`src/design/ram_cfg.svh`:
```
// Build-time configuration of the scratch RAM.
// RAM_DATA_WIDTH must be a multiple of 8. RAM_OUT_REG adds one cycle of read latency.

`ifndef RAM_CFG_SVH
`define RAM_CFG_SVH

// **************************************************
// Storage geometry
// **************************************************

// Word width in bits.
`define RAM_DATA_WIDTH 32

// Word address width, 256 words.
`define RAM_ADDR_WIDTH 8

// **************************************************
// Read path
// **************************************************

// 1 puts a register on each RAM read port, 0 leaves it out.
`define RAM_OUT_REG 1

`endif

```
`src/design/access_pkg.sv`:
```
// Host access codes and the read latency seen at the host ports.
// Code 2'b11 is not defined and acts as idle.

`include "ram_cfg.svh"

package access_pkg;

    // Per-cycle host access code.
    typedef enum logic [1:0] {
        ACC_IDLE  = 2'b00,
        ACC_READ  = 2'b01,
        ACC_WRITE = 2'b10
    } access_e;

    // Sampled read to rvalid: request register, RAM read, optional output register.
    localparam int READ_LATENCY = 2 + `RAM_OUT_REG;

endpackage

```
`src/design/ram_types_pkg.sv`:
```
// Storage types of the scratch RAM, sized from the build configuration.
// The byte mask holds one bit per 8-bit lane of the word.

`include "ram_cfg.svh"

package ram_types_pkg;

    // Byte lanes per word.
    localparam int RAM_BYTES = `RAM_DATA_WIDTH / 8;

    // Number of words in the array.
    localparam int RAM_WORDS = 2 ** `RAM_ADDR_WIDTH;

    // One data word.
    typedef logic [`RAM_DATA_WIDTH-1:0] word_t;

    // One word address.
    typedef logic [`RAM_ADDR_WIDTH-1:0] addr_t;

    // Byte write mask, bit k covers bits 8k+7 down to 8k.
    typedef logic [RAM_BYTES-1:0] mask_t;

endpackage

```
`src/design/req_stage.sv`:
```
// Input register of one host port.
// Requests are sampled every cycle with no handshake. Undefined codes act as idle.

`timescale 1ns/1ns

module req_stage
    import ram_types_pkg::*;
    import access_pkg::*;
(
    input  logic    clk,
    input  logic    arst_n,

    input  access_e acc,
    input  addr_t   addr,
    input  word_t   wdata,
    input  mask_t   wmask,

    output logic    ram_en,
    output mask_t   ram_we,
    output addr_t   ram_addr,
    output word_t   ram_wdata,
    output logic    rd_issue
);

    logic is_read;
    logic is_write;

    assign is_read  = (acc == ACC_READ);
    assign is_write = (acc == ACC_WRITE);

    // **************************************************
    // Control, cleared to idle on reset
    // **************************************************

    always_ff @(posedge clk or negedge arst_n) begin
        if (!arst_n) begin
            ram_en   <= 1'b0;
            ram_we   <= '0;
            rd_issue <= 1'b0;
        end else begin
            // A write with an empty mask leaves the RAM untouched.
            ram_en   <= is_read || (is_write && (wmask != '0));
            ram_we   <= is_write ? wmask : '0;
            rd_issue <= is_read;
        end
    end

    // Address and write data travel alongside the control.
    always_ff @(posedge clk) begin
        ram_addr  <= addr;
        ram_wdata <= wdata;
    end

endmodule

```
`config.mk`:
```
export PLATFORM = sky130hd
export DESIGN_NAME = req_stage
export DESIGN_NICKNAME = d
export VERILOG_FILES = /design/src/design/access_pkg.sv /design/src/design/ram_types_pkg.sv /design/src/design/req_stage.sv
export VERILOG_INCLUDE_DIRS = /design/src /design/src/design
export SDC_FILE = /design/constraint.sdc
export NUM_CORES = 1
export LEC_CHECK = 0
export ABC_AREA = 1
export ABC_CLOCK_PERIOD_IN_PS = 800
export BUFFER_PORTS_ARGS = -buffer_cell sky130_fd_sc_hd__buf_4
export CORE_MARGIN = 5
export CORE_UTILIZATION = 31
export DETAILED_ROUTE_END_ITERATION = 10
export PLACE_DENSITY = 0.72
export SYNTH_ARGS = -nofsm -noshare
export SYNTH_HDL_FRONTEND = slang
export SYNTH_SLANG_ARGS = --single-unit
```
`constraint.sdc`:
```
create_clock -name clk -period 0.8 [get_ports clk]
set_input_delay 0 -clock clk [delete_from_list [all_inputs] [get_ports clk]]
set_output_delay 0 -clock clk [all_outputs]
set_load 0.03 [all_outputs]
```
* Word-level counts from Yosys, hierarchy flattened
Index checks and enable logic that the tools add are counted.
Operators by class: eq/ne operators 2, multiplexer cells 1, reduce and logical (&&, ||, !) cells 3
Operators with widths (number):
- $mux 4 | 1
- $reduce_bool 4->1 | 1
- $eq 2x1->1 const B | 1
- $eq 2x2->1 const B | 1
- $logic_and 1x1->1 | 1
- $logic_or 1x1->1 | 1
Word-level totals: register bits after elaboration 46

* Longest topological paths before layout
depth in word-level cells 3, mapped depth 4

* Worst setup path after synthesis
No wires, ideal clock.
path kind register -> output, from register ram_en, to output ram_en, arrival 0.467 ns, data required time 0.800 ns, setup slack 0.333 ns, cell stages (with the launch flop) 1, buffers on the path 0, cell sequence dfrtp_1
RTL lines:
- start, declared | line req_stage.sv:18 | output logic ram_en,
- start signal, assigned | line req_stage.sv:42 | ram_en <= is_read || (is_write && (wmask != '0));
No word-level cell between the ends.

* Worst setup path in the final report
from register ram_we[0], to output ram_we[0]
RTL lines:
- start, declared | line req_stage.sv:19 | output mask_t ram_we,
- start signal, assigned | line req_stage.sv:43 | ram_we <= is_write ? wmask : '0;
No word-level cell between the ends.

==> flow_summary.toml <==
[sta]
setup_viol = 46
slew_viol_final = 0
hold_viol_final = 0
final.period_utilization = 1.10
rsz0062_at_grt = "true"
worst_pin_slew_ps = 131
slew_headroom = 0.913
min_period_ps = 877
setup_slack_ps = -77.2
clock.fmax_ghz = 1.14
worst_hold_slack_ps = 274

[min_path]
hp-start = "wdata[4]"
worstHoldEndpoint = "ram_wdata[4]"
hold_depth = 2
min_path_type = "input port to register"

[placed_design]
dp_hpwl_mm = 2.41
place_congestion = 0.809
place_ws_ps = 285
dpl_cell_area_um2 = 1790
portBuffers = 93

[worst_setup_path]
worstPathCellList = "buf_6"
path_class = "register to output pin"
path_buf_inv = 1
crit_arrival_ps = 880
slowest_delay_ps = 400
required_ps = 800
crit_path_end_kind = "output pin"
start_kind = "register"
path_max_fanout = 1
cp_top_family = "flip-flops"
slowest_stage = "dfrtp_1"

[routing]
dr_wl_met2_mm = 2.19
drt_pass1_iterations = 4
top_layer = "met4"
drc_errors = 0
wl_per_cell_um = 17.2
routed_via_density = 3.99
drtIter0Drc = 27
dr_wl_met3_um = 428
drt-met1-wl_mm = 1.80
wirelength_mm = 4.45
num_vias = 1029
drtAntennaViolNets = 0

[floorplanning]
dieArea_um2 = 4580
start_util = 0.314
core-area_um2 = 3280
die_x_um = 67.7
ios = 94
rows = 21
die_y_um = 67.7

[synth]
synthTopCellsByArea = "dfxtp_1 (78%), dfrtp_1 (15%), nor2_2 (3.0%), inv_1 (2.2%), nand2_1 (1.5%)"
yosys_warnings = 0
synth_top_area_share = 0.777
synth_top_cell_by_area = "dfxtp_1"
synth.distinct_cells = 7
synth.avg_cell_area_um2 = 16.1
synth_seq_area_share = 0.922
synth_area_um2 = 1030
synthCells = 64
syn_nets = 112
yosys_register_bits = 46

[clocking]
clkSinkCount = 46
cts.reportedPaths.clkPinSlew_ps = 130
ctsLongestPathBuffers = 2
cts_tree = "built"
cts_buffers = 5
post-cts-setup-buffers = 0
root_buffer = "clkbuf_4"
htreeDepth = 2

[finish]
syn_to_final_growth_pct = 149
layout-drive-gt1-share = 0.689
final_core_util = 0.781
final_area_um2 = 2570
fillCellCount = 183
diodes = 0
nets = 260

[run_status]
violations = "setup timing"
status = "finished with violations"

[run]
cap_violations = 0

[power_and_ir_drop]
p_leak_uw = 0.00122
ir_worst_vdd_v = 0.000994
p_per_area_nw_per_um2 = 1850

[grt]
grt_max_degree = 14
grt_overflow = 0
grt_use_total = 0.206
grt_pass1_wl_mm = 6.44
grt_pass1_vias = 1133
antenna_found_initial = 0
-- cells in the mapped netlist --
| master | number |
|---|---|
| dfxtp_1 | 40 |
| dfrtp_1 | 6 |
| inv_1 | 6 |
| nor2_2 | 5 |
| nand2_1 | 4 |
| nor2_1 | 2 |
| inv_2 | 1 |
-- sequential cells by signal (all words and copies together) (netlist names) --
name,flops
ram_we,4
rd_issue,1
ram_wdata,32
ram_en,1
ram_addr,8
-- metrics by stage --
step / power (µW) / instances / TNS (ps)
after floorplan: 2770 / 64 / 0
after global placement: 3150 / 203 / 0
after detailed placement: 3160 / 203 / 0
after CTS: 4680 / 257 / -554
after global routing: 4930 / 258 / -3530
final: 4750 / 258 / -1480
-- cells in the final DEF, fill, tap and decap left out --
cell type       n
buf_4          47
buf_6          46
clkbuf_16       1
clkbuf_4        5
clkbuf_8        1
dfrtp_1         6
dfxtp_2        40
dlygate4sd3_1  48
inv_1           6
inv_2           1
nand2_1         4
nor2_1          2
nor2_2          5
-- worst max path at each step --
| stage | start | end | slack [ps] | cells after the start |
|---|---|---|---|---|
| 2_1_floorplan | ram_en | ram_en | 330 | 0 |
| 3_3_place_gp | ram_we[1] | ram_we[1] | 300 | 1 |
| 3_5_place_dp | ram_we[0] | ram_we[0] | 280 | 1 |
| 4_1_cts | ram_we[0] | ram_we[0] | -70 | 1 |
| 5_1_grt | ram_we[0] | ram_we[0] | -130 | 1 |
| 6_report | ram_we[0] | ram_we[0] | -80 | 1 |
-- layer usage --
layer,vias up,GRT usage
li1,480,-
met3,4,0.0749
met4,0,0.0532
met2,65,0.371
met5,-,0
met1,480,0.228
-- final cells by class --
type                    instances  area [µm²]  area share
inverters                       7        26.3      0.0102
clock buffers                   7        76.3      0.0297
multi-input cells              11        53.8      0.0210
well taps                      46        57.6      0.0224
flip-flops and latches         46        1000       0.390
repair buffers                141        1350       0.527
-- kinds of logic (layout without fill, tap and decap cells) --
logic type	after synthesis	after routing	synth area share
buffers and inverters	7	155	0.0255
DFF	46	46	0.922
and+or+nand+nor	11	11	0.0522
-- report_power, final --
part | leakage [µW] | switching, µW | total, µW | internal (µW)
Combinational | 0.000765 | 418 | 946 | 528
Clock | 0.0000425 | 698 | 1300 | 603
Sequential | 0.000417 | 67.5 | 2510 | 2440
-- timing repair --
action / 4_1_cts / 5_1_grt
pin swaps: 0 / 0
resized for setup: 86 / 0
endpoints found under the hold margin: 52 / 6
hold buffers: 47 / 1
setup endpoints to repair: 46 / 46
Power figures use the tool's default switching activity.
