File: src/design/ram_cfg.svh
// Build-time configuration of the scratch RAM.
// RAM_DATA_WIDTH must be a multiple of 8. RAM_OUT_REG adds one cycle of read latency.

`ifndef RAM_CFG_SVH
`define RAM_CFG_SVH

// **************************************************
// Storage geometry
// **************************************************

// Word width in bits.
`define RAM_DATA_WIDTH 32

// Word address width, 256 words.
`define RAM_ADDR_WIDTH 8

// **************************************************
// Read path
// **************************************************

// 1 puts a register on each RAM read port, 0 leaves it out.
`define RAM_OUT_REG 1

`endif

File: src/design/access_pkg.sv
// Host access codes and the read latency seen at the host ports.
// Code 2'b11 is not defined and acts as idle.

`include "ram_cfg.svh"

package access_pkg;

    // Per-cycle host access code.
    typedef enum logic [1:0] {
        ACC_IDLE  = 2'b00,
        ACC_READ  = 2'b01,
        ACC_WRITE = 2'b10
    } access_e;

    // Sampled read to rvalid: request register, RAM read, optional output register.
    localparam int READ_LATENCY = 2 + `RAM_OUT_REG;

endpackage

File: src/design/ram_types_pkg.sv
// Storage types of the scratch RAM, sized from the build configuration.
// The byte mask holds one bit per 8-bit lane of the word.

`include "ram_cfg.svh"

package ram_types_pkg;

    // Byte lanes per word.
    localparam int RAM_BYTES = `RAM_DATA_WIDTH / 8;

    // Number of words in the array.
    localparam int RAM_WORDS = 2 ** `RAM_ADDR_WIDTH;

    // One data word.
    typedef logic [`RAM_DATA_WIDTH-1:0] word_t;

    // One word address.
    typedef logic [`RAM_ADDR_WIDTH-1:0] addr_t;

    // Byte write mask, bit k covers bits 8k+7 down to 8k.
    typedef logic [RAM_BYTES-1:0] mask_t;

endpackage

File: src/design/read_return.sv
// Read return path of one host port.
// Every rd_issue yields one rvalid READ_LATENCY-1 cycles later. The host cannot stall it.

`timescale 1ns/1ns

module read_return
    import ram_types_pkg::*;
    import access_pkg::*;
(
    input  logic  clk,
    input  logic  arst_n,

    input  logic  rd_issue,
    input  addr_t ram_addr,
    input  word_t ram_rdata,

    output logic  out_en,
    output logic  rvalid,
    output addr_t raddr,
    output word_t rdata
);

    logic issue_q;

    // Set in the cycle the raw RAM read word is present.
    always_ff @(posedge clk or negedge arst_n) begin
        if (!arst_n) begin
            issue_q <= 1'b0;
        end else begin
            issue_q <= rd_issue;
        end
    end

    // Output register loads only for answers, so it keeps the last read word.
    assign out_en = issue_q;

    // **************************************************
    // Valid flag and address tag, matched to RAM latency
    // **************************************************

    stage_delay #(
        .T     (logic),
        .DEPTH (READ_LATENCY - 1)
    ) u_valid_dly (
        .clk    (clk),
        .arst_n (arst_n),
        .en     (1'b1),
        .d      (rd_issue),
        .q      (rvalid)
    );

    stage_delay #(
        .T     (addr_t),
        .DEPTH (READ_LATENCY - 1)
    ) u_addr_dly (
        .clk    (clk),
        .arst_n (arst_n),
        .en     (1'b1),
        .d      (ram_addr),
        .q      (raddr)
    );

    // Data is shown only with its valid pulse.
    assign rdata = rvalid ? ram_rdata : '0;

endmodule

File: src/design/stage_delay.sv
// Register chain of DEPTH stages for any packed payload type.
// DEPTH must be at least 1. All stages hold while en is low.

`timescale 1ns/1ns

module stage_delay #(
    parameter type T     = logic,
    parameter int  DEPTH = 1
)(
    input  logic clk,
    input  logic arst_n,
    input  logic en,
    input  T     d,
    output T     q
);

    T stages [DEPTH];

    always_ff @(posedge clk or negedge arst_n) begin
        if (!arst_n) begin
            for (int i = 0; i < DEPTH; i++) begin
                stages[i] <= '0;
            end
        end else if (en) begin
            stages[0] <= d;
            // Shift toward the output end.
            for (int i = 1; i < DEPTH; i++) begin
                stages[i] <= stages[i-1];
            end
        end
    end

    // Last stage is the output.
    assign q = stages[DEPTH-1];

endmodule

File: config.mk
export PLATFORM = sky130hd
export DESIGN_NAME = read_return
export DESIGN_NICKNAME = d
export VERILOG_FILES = /design/src/design/access_pkg.sv /design/src/design/ram_types_pkg.sv /design/src/design/read_return.sv /design/src/design/stage_delay.sv
export VERILOG_INCLUDE_DIRS = /design/src /design/src/design
export SDC_FILE = /design/constraint.sdc
export NUM_CORES = 1
export LEC_CHECK = 0
export ABC_AREA = 1
export BUFFER_PORTS_ARGS = -buffer_cell sky130_fd_sc_hd__buf_2
export CORE_UTILIZATION = 33
export CTS_CLUSTER_SIZE = 14
export DETAILED_ROUTE_END_ITERATION = 10
export GPL_ROUTABILITY_DRIVEN = 0
export PLACE_DENSITY = 0.77
export SYNTH_ARGS = -nofsm -noshare
export SYNTH_HDL_FRONTEND = slang
export SYNTH_SLANG_ARGS = --single-unit
File: constraint.sdc
create_clock -name clk -period 0.9 [get_ports clk]
set_input_delay 0.045 -clock clk [delete_from_list [all_inputs] [get_ports clk]]
set_output_delay 0.045 -clock clk [all_outputs]
set_load 0.01 [all_outputs]
======== After elaboration in Yosys (flattened, before gate mapping) ========
Index checks and enable logic that the tools add are counted.
storage, ports and cells
  register bits after elaboration ......... 18
  bits in latches ......................... 0
  bits in writable memories ............... 0
  memory bits (read-only) ................. 0
  output and inout bits ................... 42
  logic and storage cells ................. 5
  memories kept ........................... 0
operators by class
  add/sub/neg operators ................... 0
  multipliers ............................. 0
  divide/modulo/power cells ............... 0
  order comparisons ....................... 0
  equal/unequal tests ..................... 0
  shifts and indexed selects .............. 0
  mux-type cells .......................... 1
  bitwise operators ....................... 0
  reductions and logical operators ........ 0
operators by type and width
  kind                number
  two-way mux 32 bit  1

======== Logic depth before layout (Yosys ltp) ========
  depth after elaboration ................. 1
  mapped depth ............................ 3
  gate-level depth less buffers ........... 2

======== Cells and area by module ========
Synthesis repeated with hierarchy kept, for this count alone.
unflattened totals
  cell total of the unflattened synthesis .. 154
  area, all modules ....................... 1116.1 µm²
by module, submodules not included
  module                     times used  cells an instance  area each (µm²)  seq. area each (µm²)
  stage_delay (u_addr_dly)   1           76                 737.0            400.4
  read_return                1           69                 302.8            25.0
  stage_delay (u_valid_dly)  1           9                  76.3             50.0

======== Least setup slack after synthesis ========
No wires, ideal clock.
  kind .................................... flip-flop to output port
  from .................................... reg u_valid_dly.stages (netlist bit u_valid_dly.q)
  to ...................................... out rdata[0]
  data arrival time ....................... 0.760 ns
  required time ........................... 0.855 ns
  path slack .............................. 0.095 ns
  cell stages (with the launch flop) ...... 4
  path buffers ............................ 1
  cell sequence ........................... dfrtp_1 buf_6 nand2_1 inv_1
between the ends
  word-level cells in the longest chain between the ends .. 1
ends and longest elaborated chain
  element                          line               RTL
  start, declared                  stage_delay.sv:17  T stages [DEPTH];
  start signal, assigned by index  stage_delay.sv:28  stages[i] <= stages[i-1];
  two-way mux 32 bit               read_return.sv:64  assign rdata = rvalid ? ram_rdata : '0;
  end, declared                    read_return.sv:20  output word_t rdata
No other way between the ends.

======== Worst setup path in the final report ========
  from .................................... reg u_valid_dly.stages (netlist bit u_valid_dly.q)
  to ...................................... out rdata[27]
Same word-level chain as after synthesis.

==> impl_results.md <==
- Outcome: finished, violations left
- Violations in the final reports: setup timing
- WS Path Type: reg -> out
- Y dimension of the die: 50.8 um
- Upper clock frequency limit: 0.888 GHz
- Number of pins exceeding their max-slew limit in the final report: 0
- Count of antenna diodes in the layout: 0
- Total number of clock tree sinks: 18
- Placement row count: 17
- Number of port buffers: 84
- Setup slack at placement: 0.0739 ns
- Critical Path AT: 1.08 ns
- Largest voltage drop on the vdd net: 969 uV
- Relative slew margins: 76.0%
- Count of cells along the worst register-to-register path: 0
- Dpl hpwl: 1510 um
- Smallest setup slack after layout: -0.226 ns
- Max-cap violation count: 0
- Final hold violation count: 0
- Nets@finish: 225
- Maximum number of pins on one net before global-route repair: 34
- CTS tree: done
- Number of detailed-routing iterations run before antenna repair: 3
- Largest fanout on the critical path: 33
- Fin Hold WS: 0.201 ns
- Slack of the worst reg-to-reg path: 0.41 ns
- Category of the worst setup path capture point: output port
- Critical R2R Launch: u_addr_dly.stages[15]
- Maximum number of buffers from clock root to sink: 2
- Leakage component of the power: 0.967 nW
- Number of global-route vias before repair: 717
- Endpoint of the most critical register-to-register path: u_addr_dly.q[7]
- Worst Skew: 0.000330 ns
- Leading cell type in the layout, fill and taps excluded: buf_2
- Setup-violating endpoint count in the final report: 33
- Required @ worst endpoint: 0.85 ns
- Final routed wirelength across all metal layers: 1860 um
- Vias/cell: 3.83
- Top library cells by usage in the layout, fill and taps aside: 78 x buf_2, 32 x nand2_1, 32 x inv_1, 18 x dfrtp_1, 10 x dlygate4sd3_1
- Post-CTS Repair Setup Buffers: 0
- Number of ports placed on the die boundary: 85
- Number of warnings printed during yosys synthesis: 0
- Total of flip-flops plus latches after synthesis: 18
- CTS clk-pin slew, worst paths: 0.09 ns
- Power per cell area: 1270 nW/um^2
- First-pass GRT wire length: 2740 um
- Number of buffers created by CTS: 3
- Total congestion overflow after global routing: 0
- Synth Instances: 93
- Post-layout utilization of the core: 60.0%
- Count of unresolved DRC violations after routing: 0
- Syn Nets: 136
- Antenna violations before repair: 0
- Die W: 50.8 um
- Average wire length per cell after detail routing: 8.90 um
- Core Area: 2230 um^2
- Clk_lat worst skew: 0.27 ns
- Total chip power: 1.70 mW
- Tightest Pin Transition: 0.360 ns
- Setup repair after global routing missed its margin: true
- Starting DRC count in detailed routing: 7
- Die Area: 2580 um^2
- Worst hold-check path type: in -> async
- All-layer global routing usage: 14.1%
- Post-route clock period utilization: 125%
- Total number of vias: 801
- Cell area after synthesis: 785 um^2
- Syn_area_per_cell: 8.44 um^2
- Worst Setup Start Kind: flop
- Clock period minus final worst setup slack: 1.13 ns
- Sequential fraction of the synthesis area: 57.4%
- Starting density of the core: 35.1%
- Fraction of layout instances using a drive strength above 1: 49.2%
- Count of unique library cells instantiated by Yosys: 5
- Post-route ant nets: 0
- H-tree depth: 1
- Root Buffer Master: clkbuf_4
- Area growth from synthesis to final layout: 70.8%
==> state kept, by name (all words and copies together), names as in the netlist <==
signal              flops
u_addr_dly.q            8
u_valid_dly.q           1
u_addr_dly.stages       8
u_valid_dly.stages      1
==> metal layers <==
metal  up-vias  wire length (um)  global-route usage [%]
met5         -                 0                       0
met3         2               204                    5.15
met1       342               659                    13.8
met2        43               985                    24.9
li1        414                 -                       -
met4         0                12                    8.33
==> what timing repair did <==
item | in CTS | in global routing
resized for setup | 1 | 5
hold buffers | 10 | 0
hold endpoints to repair | 27 | 0
setup endpoints to repair | 33 | 33
==> report_power, final <==
group | switching, mW | leakage, nW | internal (mW)
sequential | 0.0115 | 0.210 | 0.848
clock | 0.206 | 0.0210 | 0.246
combinational | 0.183 | 0.737 | 0.204
total | 0.401 | 0.967 | 1.30
==> synthesized netlist by cell type <==
cell type / number / share of area [%]
inv_1: 32 / 15
buf_4: 8 / 7.7
nand2_1: 32 / 15
dfrtp_1: 18 / 57
buf_6: 3 / 4.3
==> area by class of cell <==
cell class                 instances  area, um^2
tap                               28        35.0
timing repair buffer              95         578
fill                             204         893
inverter                          32         120
sequential                        18         450
clock buffer                       4        36.3
multi-input combinational         32         120
==> how the worst max path moves through the flow <==
| stage | startpoint | endpoint | slack (ns) | depth (start not counted) |
|---|---|---|---|---|
| after floorplan | u_valid_dly.q | rdata[0] | 0.09 | 3 |
| after global routing | u_valid_dly.q | rdata[5] | -0.31 | 4 |
| after CTS | u_valid_dly.q | rdata[27] | -0.24 | 4 |
| after detailed placement | u_valid_dly.q | rdata[27] | 0.07 | 4 |
| final | u_valid_dly.q | rdata[27] | -0.23 | 4 |
| after global placement | u_valid_dly.q | rdata[5] | 0.09 | 4 |
==> logic make-up after synthesis <==
logic type             after synthesis  share of synthesized area, %
buffers and inverters               43                          27.3
and+or+nand+nor                     32                          15.3
DFF                                 18                          57.4
==> through the flow <==
stage,TNS (ns),cell area [um^2],instances
floorplan,0,785,93
global placement,0,1170,195
detailed placement,0,1170,195
CTS,-7.37,1310,209
global route,-8.92,1340,209
finish,-6.89,1340,209
==> critical path: stages (launching register included) <==
cell     delay [ns]
dfrtp_1        0.40
buf_12         0.17
nand2_1        0.07
inv_1          0.04
buf_2          0.13
Note: power is estimated with default switching activity, not from simulation.
